$ cat config.mk
export PLATFORM = sky130hd
export DESIGN_NAME = execute_stage
export DESIGN_NICKNAME = d
export VERILOG_FILES = /design/src/mips_pkg.sv /design/src/execute_stage.sv
export SDC_FILE = /design/constraint.sdc
export NUM_CORES = 1
export LEC_CHECK = 0
export ABC_CLOCK_PERIOD_IN_PS = 7900
export BUFFER_PORTS_ARGS = -buffer_cell sky130_fd_sc_hd__buf_2
export CAP_MARGIN = 20
export CELL_PAD_IN_SITES_DETAIL_PLACEMENT = 0
export CELL_PAD_IN_SITES_GLOBAL_PLACEMENT = 1
export CORE_ASPECT_RATIO = 0.9
export CORE_MARGIN = 2
export CORE_UTILIZATION = 44
export DETAILED_ROUTE_END_ITERATION = 8
export PLACE_DENSITY = 0.86
export SKIP_LAST_GASP = 1
export SLEW_MARGIN = 20
export SYNTH_ARGS = -nofsm -noshare
export SYNTH_HDL_FRONTEND = slang
export SYNTH_SLANG_ARGS = --single-unit
$ cat constraint.sdc
create_clock -name i_clock -period 7.9 [get_ports i_clock]
set_clock_uncertainty 0.1 [all_clocks]
set_input_delay 0.79 -clock i_clock [delete_from_list [all_inputs] [get_ports i_clock]]
set_output_delay 0.79 -clock i_clock [all_outputs]
set_load 0.005 [all_outputs]
$ cat src/mips_pkg.sv
package mips_pkg;

    localparam int WORD_W    = 32;
    localparam int REG_W     = 5;
    localparam int IM_ADDR_W = 6;   // 64 instruction words
    localparam int IMM_W     = 16;

    typedef logic [WORD_W-1:0]    word_t;
    typedef logic [REG_W-1:0]     reg_addr_t;
    typedef logic [IM_ADDR_W-1:0] im_addr_t;
    typedef logic [IMM_W-1:0]     imm_t;

    typedef enum logic [5:0] {
        OP_SPECIAL = 6'h00,
        OP_ADDI    = 6'h08,
        OP_ANDI    = 6'h0c,
        OP_ORI     = 6'h0d,
        OP_LW      = 6'h23,
        OP_SW      = 6'h2b,
        OP_HALT    = 6'h3f
    } opcode_t;

    typedef enum logic [5:0] {
        FN_ADDU = 6'h21,
        FN_SUBU = 6'h23,
        FN_AND  = 6'h24,
        FN_OR   = 6'h25,
        FN_XOR  = 6'h26,
        FN_SLT  = 6'h2a
    } funct_t;

    typedef enum logic [2:0] {
        ALU_ADD,
        ALU_SUB,
        ALU_AND,
        ALU_OR,
        ALU_XOR,
        ALU_SLT
    } alu_op_t;

    typedef enum logic [1:0] {
        DBG_LOAD,
        DBG_RUN,
        DBG_HALTED
    } dbg_state_t;

endpackage

$ cat src/execute_stage.sv
module execute_stage (
    input  logic                i_clock,
    input  logic                i_reset,
    input  logic                i_run,
    input  mips_pkg::alu_op_t   i_ex_alu_op,
    input  mips_pkg::word_t     i_ex_a,
    input  mips_pkg::word_t     i_ex_b,
    input  mips_pkg::word_t     i_ex_imm,
    input  logic                i_ex_use_imm,
    input  mips_pkg::reg_addr_t i_ex_rs,
    input  mips_pkg::reg_addr_t i_ex_rt,
    input  mips_pkg::reg_addr_t i_ex_dest,
    input  logic                i_ex_reg_write,
    input  logic                i_ex_mem_read,
    input  logic                i_ex_mem_write,
    input  logic                i_ex_halt,
    input  logic                i_wb_we,
    input  mips_pkg::reg_addr_t i_wb_reg,
    input  mips_pkg::word_t     i_wb_data,
    output mips_pkg::word_t     o_mem_result,
    output mips_pkg::word_t     o_mem_store_data,
    output mips_pkg::reg_addr_t o_mem_dest,
    output logic                o_mem_reg_write,
    output logic                o_mem_mem_read,
    output logic                o_mem_mem_write,
    output logic                o_mem_halt
);
    import mips_pkg::*;

    logic  mem_hit_a, mem_hit_b, wb_hit_a, wb_hit_b;
    word_t op_a, op_b, alu_b, result;

    function automatic logic hit(logic we, reg_addr_t dest, reg_addr_t src);
        return we && (dest != '0) && (dest == src);
    endfunction

    assign mem_hit_a = hit(o_mem_reg_write, o_mem_dest, i_ex_rs);
    assign mem_hit_b = hit(o_mem_reg_write, o_mem_dest, i_ex_rt);
    assign wb_hit_a  = hit(i_wb_we, i_wb_reg, i_ex_rs);
    assign wb_hit_b  = hit(i_wb_we, i_wb_reg, i_ex_rt);

    // Newest value wins
    assign op_a  = mem_hit_a ? o_mem_result : (wb_hit_a ? i_wb_data : i_ex_a);
    assign op_b  = mem_hit_b ? o_mem_result : (wb_hit_b ? i_wb_data : i_ex_b);
    assign alu_b = i_ex_use_imm ? i_ex_imm : op_b;

    always_comb begin
        case (i_ex_alu_op)
            ALU_ADD: result = op_a + alu_b;
            ALU_SUB: result = op_a - alu_b;
            ALU_AND: result = op_a & alu_b;
            ALU_OR:  result = op_a | alu_b;
            ALU_XOR: result = op_a ^ alu_b;
            ALU_SLT: result = {{(WORD_W-1){1'b0}}, $signed(op_a) < $signed(alu_b)};
            default: result = '0;
        endcase
    end

    always_ff @(posedge i_clock) begin
        if (i_reset) begin
            o_mem_reg_write <= 1'b0;
            o_mem_mem_read  <= 1'b0;
            o_mem_mem_write <= 1'b0;
            o_mem_halt      <= 1'b0;
        end else if (i_run) begin
            o_mem_reg_write <= i_ex_reg_write;
            o_mem_mem_read  <= i_ex_mem_read;
            o_mem_mem_write <= i_ex_mem_write;
            o_mem_halt      <= i_ex_halt;
        end
    end

    always_ff @(posedge i_clock) begin
        if (i_run) begin
            o_mem_result     <= result;
            o_mem_store_data <= op_b;  // SW data after forwarding
            o_mem_dest       <= i_ex_dest;
        end
    end

    // Load-use stall in decode keeps a consumer away from a load in EX/MEM
    a_no_fwd_from_load: assert property (@(posedge i_clock) disable iff (i_reset)
        (mem_hit_a || mem_hit_b) && (i_ex_reg_write || i_ex_mem_write) |-> !o_mem_mem_read);

endmodule

==> results_tabular.tex, run 1 <==
\begin{tabular}{lr}
\hline
Metric & Value \\
\hline
\multicolumn{2}{l}{\textbf{GRT}} \\
\quad Via count of the first global-routing pass & 9027 \\
\quad Maximum number of pins on one net before global-route repair & 74 \\
\quad Number of antenna violations at the first check in global routing & 2 \\
\quad Global routing usage summed across all routing layers & 0.312 \\
\quad Global-route wire length before repair & 54900 um \\
\quad Aggregate global routing overflow & 0 \\
\multicolumn{2}{l}{\textbf{STA}} \\
\quad F\_max & 166 MHz \\
\quad Final Setup Violations & 0 \\
\quad Slew HR & 0.276 \\
\quad Final clock period utilization by the worst path & 0.762 \\
\quad Number of failing hold endpoints at the final stage & 0 \\
\quad Sum Neg Setup Slack & 0 ns \\
\quad Final max-slew violation count & 0 \\
\quad Final worst hold slack & 0.394 ns \\
\quad Transition time of the tightest slew-check pin & 1.09 ns \\
\quad Setup repair after global routing missed its margin & no \\
\quad Min Tclk post-route & 6.02 ns \\
\multicolumn{2}{l}{\textbf{Critical path}} \\
\quad Crit end category & flip-flop \\
\quad Slowest cell delay on critical path & 0.84 ns \\
\quad Register-to-Register Setup Slack & 2.21 ns \\
\quad Crit-path cells & buf\_2, or4\_1, o21ai\_0, nor4\_2, buf\_4, mux2i\_1, o21ai\_0, mux2\_2, ha\_1, nand4\_1, a211o\_1, a2111oi\_0, o21a\_1, a311oi\_1, a311oi\_1, nand4\_1 \\
\quad Worst setup path class & in -> reg \\
\quad Critical path data arrival time & 6.00 ns \\
\quad Worst r2r dst & o\_mem\_result[30] \\
\quad Required time of the critical path & 7.88 ns \\
\quad Critical Path Fanout Max & 22 \\
\quad Worst r2r src & o\_mem\_dest[0] \\
\quad Number of cells on the critical path & 16 \\
\quad Critical path capture point & o\_mem\_result[30] \\
\quad Startpoint of the worst setup timing path & i\_wb\_reg[3] \\
\quad Number of cell instances on the worst register-to-register path & 15 \\
\quad Buf/Inv on CP & 2 \\
\quad Slowest cell on the critical path & sky130\_fd\_sc\_hd\_\_a2111oi\_0 \\
\quad Kind of cell adding the most delay to the critical path & compound AO/OA/AOI/OAI gates \\
\quad Critical Path Source Type & input pin \\
\multicolumn{2}{l}{\textbf{Floorplanning}} \\
\quad Die Outline Area & 0.0229 mm\^{}2 \\
\quad Chip Height & 144 um \\
\quad Number of top-level design ports & 233 \\
\quad DIE WIDTH & 159 um \\
\quad Total number of placement rows & 51 \\
\quad Area of the placeable core & 0.0214 mm\^{}2 \\
\quad Effective utilization at floorplan & 0.445 \\
\multicolumn{2}{l}{\textbf{Synth}} \\
\quad Seq/Total Area, Yosys & 0.226 \\
\quad Syn\_nets & 1463 \\
\quad Post-synthesis mux area share & 0.121 \\
\quad Compound-Gate Fraction of Synth Area & 0.251 \\
\quad Syn. warnings & 0 \\
\quad Post-synth EDFFs & 69 \\
\quad Combinational family with the most area after synthesis & compound AO/OA/AOI/OAI gates \\
\quad Post-Syn Instances & 1200 \\
\quad Most common flop cell mapped by yosys & sky130\_fd\_sc\_hd\_\_edfxtp\_1 \\
\quad Share of synthesized cell area in full adder, half adder and majority cells & 0.137 \\
\quad Share of synthesized flip-flops with an asynchronous set or reset & 0 \\
\quad Area fraction in and, or, nand and nor cells after synthesis & 0.162 \\
\quad Post-synthesis average cell area & 7.94 um\^{}2 \\
\quad Count of unique library cells instantiated by Yosys & 71 \\
\quad Flops \& latches, synth & 73 \\
\quad XOR/XNOR Fraction of Synth Area & 0.0322 \\
\quad Mapped cell area & 0.00953 mm\^{}2 \\
\multicolumn{2}{l}{\textbf{Placed design}} \\
\quad DP HPWL & 28700 um \\
\quad PortBufs & 232 \\
\quad Placed cell areas & 0.0109 mm\^{}2 \\
\quad Instance count after placement with tap cells included & 1656 \\
\quad RD Place Congestion & 0.974 \\
\multicolumn{2}{l}{\textbf{Routing}} \\
\quad WL met3 & 3790 um \\
\quad Max layer used & met4 \\
\quad Wire length on met2 & 15300 um \\
\quad Post-detailed-route count of antenna-violating nets & 0 \\
\quad Initial DRT Pass Iterations & 6 \\
\quad Routed metal-1 wirelength & 17300 um \\
\quad Wire length per cell after detailed routing & 22.2 um \\
\quad Per-cell via count in the routed design & 6.03 \\
\quad Number of DRC markers in iteration 0 & 1299 \\
\quad Total routed wirelength & 37100 um \\
\quad Via count of the routed design & 10.1k \\
\quad DRC Markers & 0 \\
\multicolumn{2}{l}{\textbf{Finish}} \\
\quad Top library cells by usage in the layout, fill and taps aside & sky130\_fd\_sc\_hd\_\_buf\_2, sky130\_fd\_sc\_hd\_\_nand2\_1, sky130\_fd\_sc\_hd\_\_o21ai\_0, sky130\_fd\_sc\_hd\_\_ha\_1, sky130\_fd\_sc\_hd\_\_inv\_1 \\
\quad Growth of design area from synthesis to finish & 17.1\% \\
\quad Most frequent standard cell in the layout excluding fill and tap cells & sky130\_fd\_sc\_hd\_\_buf\_2 \\
\quad Count of filler cells inserted in the layout & 2116 \\
\quad Number of nets in the finished design & 1639 \\
\quad Fraction of layout cells with a size suffix above 1 & 0.224 \\
\quad Final design instance area without fill & 0.0112 mm\^{}2 \\
\quad Final instance count without filler cells & 1674 \\
\quad Sequential Area & 0.00215 mm\^{}2 \\
\quad Combined area of the multi-input logic cells & 0.00672 mm\^{}2 \\
\multicolumn{2}{l}{\textbf{Clock network}} \\
\quad TritonCTS buffer count & 9 \\
\quad Clk root buf & sky130\_fd\_sc\_hd\_\_clkbuf\_16 \\
\quad Number of buffers inserted to repair setup after CTS & 0 \\
\quad CTS tree & yes \\
\quad Buffer depth of the longest clock path & 2 \\
\quad Quantity of gates resized following cts & 0 \\
\quad Depth of the CTS H-tree & 3 \\
\quad Clock-pin slew on the worst setup and hold paths & 0.06 ns \\
\quad \# clock sinks & 73 \\
\quad \# hold bufs at CTS & 0 \\
\quad Clock latency on the worst-skew pair & 0.35 ns \\
\multicolumn{2}{l}{\textbf{Flow run}} \\
\quad Max Cap Violations & 0 \\
\multicolumn{2}{l}{\textbf{Min path}} \\
\quad Hold Crit Class & reg -> reg \\
\quad Hold wc startpoint & o\_mem\_halt \\
\multicolumn{2}{l}{\textbf{Power and ir drop}} \\
\quad Net switching power figure & 0.000679 W \\
\quad Ratio of total power to cell area & 149 mW/mm\^{}2 \\
\quad Switching power share of the total & 0.407 \\
\quad Cell Int Power & 0.000988 W \\
\quad Total power after layout & 0.00167 W \\
\quad Peak ir drop on the vdd network & 0.0841 mV \\
\quad Share of power burned in the clock network & 0.261 \\
\quad Sequential share of power & 0.305 \\
\quad Combinational Power Share & 0.434 \\
\quad Leakage & 4.71 nW \\
\multicolumn{2}{l}{\textbf{Status}} \\
\quad Status & complete, no violations \\
\hline
\end{tabular}
## synthesized netlist by cell type, drive strengths merged, types with 27 or more instances
cell | n | area, um^2
nand2 | 118 | 443
o21ai | 111 | 556
ha | 101 | 1260
inv | 99 | 372
nor2 | 83 | 312
mux2i | 80 | 801
a21oi | 77 | 389
edfxtp | 69 | 2070
clkbuf | 52 | 195
mux2 | 29 | 327
nand3 | 28 | 140
buf | 27 | 118
nor3 | 27 | 135
## state kept, by name (all words and copies together) (netlist names)
name and count:
o_mem_result 32, o_mem_store_data 32, o_mem_dest 5, o_mem_halt 1, o_mem_mem_read 1, o_mem_mem_write 1
o_mem_reg_write 1
## power by group through the flow
| stage | Combinational, W | Clock, W | Sequential (W) |
|---|---|---|---|
| 4_1_cts | 0.000705 | 0.000439 | 0.000506 |
| 3_3_place_gp | 0.000697 | 0 | 0.000514 |
| 6_report | 0.000724 | 0.000435 | 0.000508 |
| 3_5_place_dp | 0.000700 | 0 | 0.000515 |
| 5_1_grt | 0.000785 | 0.000454 | 0.000510 |
| 2_1_floorplan | 0.000454 | 0 | 0.000502 |
## cell type report
class,instances,area share
clock inverter,6,0.00594
antenna,2,0.000448
timing repair buffer,244,0.112
inverter,99,0.0333
sequential,73,0.193
clock buffer,10,0.0205
multi-input combinational,949,0.602
tap,291,0.0326
## worst register-to-register path: stages (launching register included)
cell,delay [ns]
sky130_fd_sc_hd__edfxtp_1,0.50
sky130_fd_sc_hd__or4_1,0.55
sky130_fd_sc_hd__o21ai_1,0.24
sky130_fd_sc_hd__nor4_2,0.08
sky130_fd_sc_hd__buf_4,0.32
sky130_fd_sc_hd__nand2_1,0.17
sky130_fd_sc_hd__o21ai_0,0.16
sky130_fd_sc_hd__mux2_2,0.40
sky130_fd_sc_hd__ha_1,0.52
sky130_fd_sc_hd__nand4_1,0.27
sky130_fd_sc_hd__a211o_1,0.36
sky130_fd_sc_hd__a2111oi_0,0.84
sky130_fd_sc_hd__o21a_1,0.26
sky130_fd_sc_hd__a311oi_1,0.20
sky130_fd_sc_hd__a311oi_1,0.32
sky130_fd_sc_hd__nand4_1,0.12
## worst min path at each step
stage,endpoint,slack [ns],depth (start not counted)
global route,o_mem_halt,0.42,2
CTS,o_mem_halt,0.40,2
global placement,o_mem_halt,0.37,2
floorplan,o_mem_halt,0.39,2
finish,o_mem_halt,0.39,2
detailed placement,o_mem_halt,0.38,2
## through the flow
stage               setup slack, ns   util
floorplan                      2.67      -
global placement               1.72  0.507
detailed placement             1.69  0.507
CTS                            2.03  0.520
global route                   1.72  0.521
finish                         1.88  0.521
## per-layer routing
| metal | vias to the layer above | GRT usage |
|---|---|---|
| met3 | 45 | 0.0791 |
| met4 | 0 | 0.0742 |
| met1 | 4778 | 0.457 |
| met2 | 536 | 0.457 |
| met5 | - | 0 |
| li1 | 4740 | - |
## kinds of logic after synthesis
family                     after synthesis
buffers and inverters                  178
AOI/OAI and AO/OA                      369
muxes                                  110
xor gates and xnor gates                35
DFF                                     73
adders and majority gates              103
and+or+nand+nor                        332
Power figures use the tool's default switching activity.
==> run 2: changes to the inputs <==
--- a/config.mk
+++ b/config.mk
@@ -5,16 +5,17 @@
 export SDC_FILE = /design/constraint.sdc
 export NUM_CORES = 1
 export LEC_CHECK = 0
-export ABC_CLOCK_PERIOD_IN_PS = 7900
+export ABC_AREA = 1
+export ABC_CLOCK_PERIOD_IN_PS = 5400
 export BUFFER_PORTS_ARGS = -buffer_cell sky130_fd_sc_hd__buf_2
 export CAP_MARGIN = 20
 export CELL_PAD_IN_SITES_DETAIL_PLACEMENT = 0
 export CELL_PAD_IN_SITES_GLOBAL_PLACEMENT = 1
 export CORE_ASPECT_RATIO = 0.9
 export CORE_MARGIN = 2
-export CORE_UTILIZATION = 44
+export CORE_UTILIZATION = 36
 export DETAILED_ROUTE_END_ITERATION = 8
-export PLACE_DENSITY = 0.86
+export PLACE_DENSITY = 0.77
 export SKIP_LAST_GASP = 1
 export SLEW_MARGIN = 20
 export SYNTH_ARGS = -nofsm -noshare
==> constraint.sdc (replaced) <==
create_clock -name i_clock -period 5.4 [get_ports i_clock]
set_clock_uncertainty 0.1 [all_clocks]
set_input_delay 0.54 -clock i_clock [delete_from_list [all_inputs] [get_ports i_clock]]
set_output_delay 0.54 -clock i_clock [all_outputs]
set_load 0.005 [all_outputs]
==> run 2 against run 1 <==
- worst hold slack worse by 0.14 ns
- core utilization is 11 points lower
- register-to-register slack worse by 1.1 ns
- die area up 57%
- total power up 61%
- global-route usage shrank 1.9 points
- critical endpoint is now o_mem_result[0]
- largest power group unchanged
==> results_tabular.tex, run 2 <==
\begin{tabular}{lr}
\hline
Metric & Value \\
\hline
\multicolumn{2}{l}{\textbf{GRT}} \\
\quad Number of antenna violations at the first check in global routing & 2 (unchanged) \\
\quad Via count of the first global-routing pass & 13.1k (+45\%) \\
\quad Global routing usage summed across all routing layers & 0.292 (-0.0194) \\
\quad Aggregate global routing overflow & 0 (unchanged) \\
\quad Global-route wire length before repair & 80200 um (+46\%) \\
\quad Maximum number of pins on one net before global-route repair & 100 (+35\%) \\
\multicolumn{2}{l}{\textbf{Placed design}} \\
\quad Instance count after placement with tap cells included & 2698 (+63\%) \\
\quad PortBufs & 232 (unchanged) \\
\quad DP HPWL & 43600 um (+52\%) \\
\quad RD Place Congestion & 1.05 (+7.3\%) \\
\multicolumn{2}{l}{\textbf{Finish}} \\
\quad Registers with the most flip-flops & o\_mem\_result (32), o\_mem\_store\_data (32), o\_mem\_dest (5) \\
\quad Count of filler cells inserted in the layout & 3850 (+82\%) \\
\quad Fraction of layout cells with a size suffix above 1 & 0.169 (-0.0546) \\
\quad Growth of design area from synthesis to finish & 13.6\% \\
\quad Final instance count without filler cells & 2715 (+62\%) \\
\quad Number of nets in the finished design & 2510 (+53\%) \\
\quad Top library cells by usage in the layout, fill and taps aside & sky130\_fd\_sc\_hd\_\_nand2\_1, sky130\_fd\_sc\_hd\_\_inv\_1, sky130\_fd\_sc\_hd\_\_nand3\_1, sky130\_fd\_sc\_hd\_\_buf\_2, sky130\_fd\_sc\_hd\_\_ha\_1 \\
\quad Most frequent standard cell in the layout excluding fill and tap cells & sky130\_fd\_sc\_hd\_\_nand2\_1 \\
\multicolumn{2}{l}{\textbf{Critical path}} \\
\quad Worst setup path class & reg -> reg \\
\quad Critical Path Source Type & flip-flop \\
\quad Critical Path Most Common Cell & sky130\_fd\_sc\_hd\_\_nand2\_1 \\
\quad Buf/Inv on CP & 3 (+1) \\
\quad Required time of the critical path & 5.41 ns (-2.47 ns) \\
\quad Kind of cell adding the most delay to the critical path & simple AND/OR/NAND/NOR gates \\
\quad Crit end category & flip-flop \\
\quad Critical Path Fanout Max & 27 (+23\%) \\
\quad Slowest cell delay on critical path & 0.56 ns (-0.28 ns) \\
\quad Critical path data arrival time & 4.29 ns (-1.71 ns) \\
\quad Crit-path cells & xnor2\_1, nand2\_1, nor3\_1, nand3\_2, buf\_4, o21ai\_2, inv\_1, ha\_1, inv\_1, a21oi\_1, nor2\_1, o21bai\_1, nand2\_1, a21oi\_1, nand3\_1, nand3\_1, nand2\_1 \\
\quad Slowest cell on the critical path & sky130\_fd\_sc\_hd\_\_ha\_1 \\
\multicolumn{2}{l}{\textbf{Routing}} \\
\quad DRC Markers & 0 (unchanged) \\
\quad Per-cell via count in the routed design & 5.29 (-12\%) \\
\quad Post-detailed-route count of antenna-violating nets & 0 (unchanged) \\
\quad Wire length per cell after detailed routing & 19.7 um (-11\%) \\
\quad Total routed wirelength & 53600 um (+44\%) \\
\quad Via count of the routed design & 14.4k (+42\%) \\
\quad Number of DRC markers in iteration 0 & 1632 (+26\%) \\
\quad Initial DRT Pass Iterations & 6 (unchanged) \\
\multicolumn{2}{l}{\textbf{STA}} \\
\quad Transition time of the tightest slew-check pin & 0.930 ns (-0.155 ns) \\
\quad Final max-slew violation count & 0 (unchanged) \\
\quad Sum Neg Setup Slack & 0 ns (unchanged) \\
\quad Final Setup Violations & 0 (unchanged) \\
\quad Final clock period utilization by the worst path & 0.794 \\
\quad Number of failing hold endpoints at the final stage & 0 (unchanged) \\
\quad F\_max & 233 MHz \\
\quad Slew HR & 0.379 (+0.103) \\
\quad Min Tclk post-route & 4.29 ns \\
\quad Setup repair after global routing missed its margin & no \\
\multicolumn{2}{l}{\textbf{Synth}} \\
\quad Seq/Total Area, Yosys & 0.174 (-0.0520) \\
\quad Leading area contributor after synthesis & sky130\_fd\_sc\_hd\_\_nand2\_1 \\
\quad Mapped cell area & 0.0124 mm\^{}2 (+30\%) \\
\quad Top post-synthesis cells by area & sky130\_fd\_sc\_hd\_\_nand2\_1, sky130\_fd\_sc\_hd\_\_edfxtp\_1, sky130\_fd\_sc\_hd\_\_nand3\_1, sky130\_fd\_sc\_hd\_\_inv\_1, sky130\_fd\_sc\_hd\_\_ha\_1 \\
\quad Post-Syn Instances & 2086 (+74\%) \\
\quad Flops \& latches, synth & 73 (unchanged) \\
\quad Most common flop cell mapped by yosys & sky130\_fd\_sc\_hd\_\_edfxtp\_1 \\
\quad Syn\_nets & 2349 (+61\%) \\
\quad Post-synth EDFFs & 69 (unchanged) \\
\quad Share of synthesized flip-flops with an asynchronous set or reset & 0 (unchanged) \\
\quad Synth top area share & 0.193 (-0.0246) \\
\quad Post-synthesis average cell area & 5.94 um\^{}2 (-25\%) \\
\quad Count of unique library cells instantiated by Yosys & 40 (-44\%) \\
\quad Cell with the most instances after synthesis & sky130\_fd\_sc\_hd\_\_nand2\_1 \\
\quad Syn. warnings & 0 (unchanged) \\
\quad Synth cell count leaders & sky130\_fd\_sc\_hd\_\_nand2\_1, sky130\_fd\_sc\_hd\_\_inv\_1, sky130\_fd\_sc\_hd\_\_nand3\_1, sky130\_fd\_sc\_hd\_\_ha\_1, sky130\_fd\_sc\_hd\_\_nor2\_1 \\
\multicolumn{2}{l}{\textbf{Clock network}} \\
\quad Buffer depth of the longest clock path & 2 (unchanged) \\
\quad CTS tree & yes \\
\quad \# hold bufs at CTS & 0 (unchanged) \\
\quad Clock latency on the worst-skew pair & 0.37 ns (+0.02 ns) \\
\quad Clock-pin slew on the worst setup and hold paths & 0.07 ns (about the same) \\
\quad Number of buffers inserted to repair setup after CTS & 0 (unchanged) \\
\quad Depth of the CTS H-tree & 3 (unchanged) \\
\quad Quantity of gates resized following cts & 0 (unchanged) \\
\quad \# clock sinks & 73 (unchanged) \\
\quad Clk root buf & sky130\_fd\_sc\_hd\_\_clkbuf\_16 \\
\quad TritonCTS buffer count & 9 (unchanged) \\
\multicolumn{2}{l}{\textbf{Floorplanning}} \\
\quad Effective utilization at floorplan & 0.365 (-0.0798) \\
\quad DIE WIDTH & 200 um (+25\%) \\
\quad Total number of placement rows & 64 (+25\%) \\
\quad Area of the placeable core & 0.0340 mm\^{}2 (+58\%) \\
\quad Chip Height & 180 um (+25\%) \\
\quad Die Outline Area & 0.0359 mm\^{}2 (+57\%) \\
\quad Number of top-level design ports & 233 (unchanged) \\
\multicolumn{2}{l}{\textbf{Power and ir drop}} \\
\quad Ratio of total power to cell area & 190 mW/mm\^{}2 (+28\%) \\
\quad Leakage & 7.81 nW (+66\%) \\
\quad Switching power share of the total & 0.474 (+0.0671) \\
\quad Share of power burned in the clock network & 0.220 (-0.041) \\
\quad Peak ir drop on the vdd network & 0.130 mV (+55\%) \\
\quad Cell Int Power & 0.00141 W (+43\%) \\
\quad Combinational Power Share & 0.502 (+0.068) \\
\quad Net switching power figure & 0.00127 W (+87\%) \\
\quad Sequential share of power & 0.278 (-0.027) \\
\multicolumn{2}{l}{\textbf{Status}} \\
\quad Status & complete, no violations \\
\multicolumn{2}{l}{\textbf{Flow run}} \\
\quad Max Cap Violations & 0 (unchanged) \\
\multicolumn{2}{l}{\textbf{Min path}} \\
\quad Hold Crit Class & in -> reg \\
\hline
\end{tabular}
## run 2: area by class of cell
type                    instances  area [um^2]  area share
multi-input cells            1537         8320       0.591
repair buffers                252         1350      0.0960
clock buffers                  10          229      0.0163
diodes                          1         2.50    0.000178
flip-flops and latches         73         2150       0.153
well taps                     462          578      0.0411
clock inverters                 6         35.0     0.00249
inverters                     374         1400      0.0997
## run 2: through the flow
step | util | total power [W] | hold slack (ns) | setup WS (ns) | cell area (um^2)
final | 0.415 | 0.00268 | 0.258 | 1.11 | 14100
after global routing | 0.415 | 0.00285 | 0.250 | 0.747 | 14100
after CTS | 0.414 | 0.00266 | 0.248 | 1.18 | 14100
after detailed placement | 0.407 | 0.00206 | 0.357 | 0.984 | 13800
after global placement | 0.407 | 0.00206 | 0.344 | 0.965 | 13800
after floorplan | - | 0.00157 | 0.349 | 2.00 | 12400
## run 2: per-layer routing
layer	share of wire	GRT usage
met1	0.48	0.449
met2	0.40	0.423
met3	0.10	0.0447
met4	0.020	0.0661
met5	0	0
## run 2: power by group through the flow
stage | Clock, W | Sequential, W | Combinational (W)
CTS | 0.000603 | 0.000742 | 0.00132
global route | 0.000617 | 0.000748 | 0.00149
floorplan | 0 | 0.000733 | 0.000838
finish | 0.000591 | 0.000744 | 0.00135
detailed placement | 0 | 0.000754 | 0.00131
global placement | 0 | 0.000753 | 0.00131
## run 2: worst reg2reg max path: cells and delay by family (launching register included)
family	cells	cell delay (ns)
AOI/OAI and AO/OA	4	0.95
xor gates and xnor gates	1	0.26
adders and majority gates	1	0.56
buffers and inverters	3	0.66
DFF	1	0.49
and+or+nand+nor	8	1.04
## run 2: kinds of logic (layout without fill, tap and decap cells)
family | Yosys count | in the layout | share of synthesized area
buf+inv | 476 | 642 | 0.156
xor+xnor | 30 | 30 | 0.0212
simple gates | 1118 | 1118 | 0.401
compound gates | 286 | 286 | 0.143
flops | 73 | 73 | 0.174
fa+ha+maj | 103 | 103 | 0.105
other cells | 0 | 1 | 0
## run 2: path summary, 6_finish.rpt
kind                         from               to  slack (ns)  depth (start not counted)
setup reg to reg    o_mem_dest[0]  o_mem_result[0]        1.11                         17
setup / recovery    o_mem_dest[0]  o_mem_result[0]        1.11                         17
hold reg to reg   o_mem_mem_write  o_mem_mem_write        0.36                          2
hold / removal       i_ex_dest[1]    o_mem_dest[1]        0.26                          1
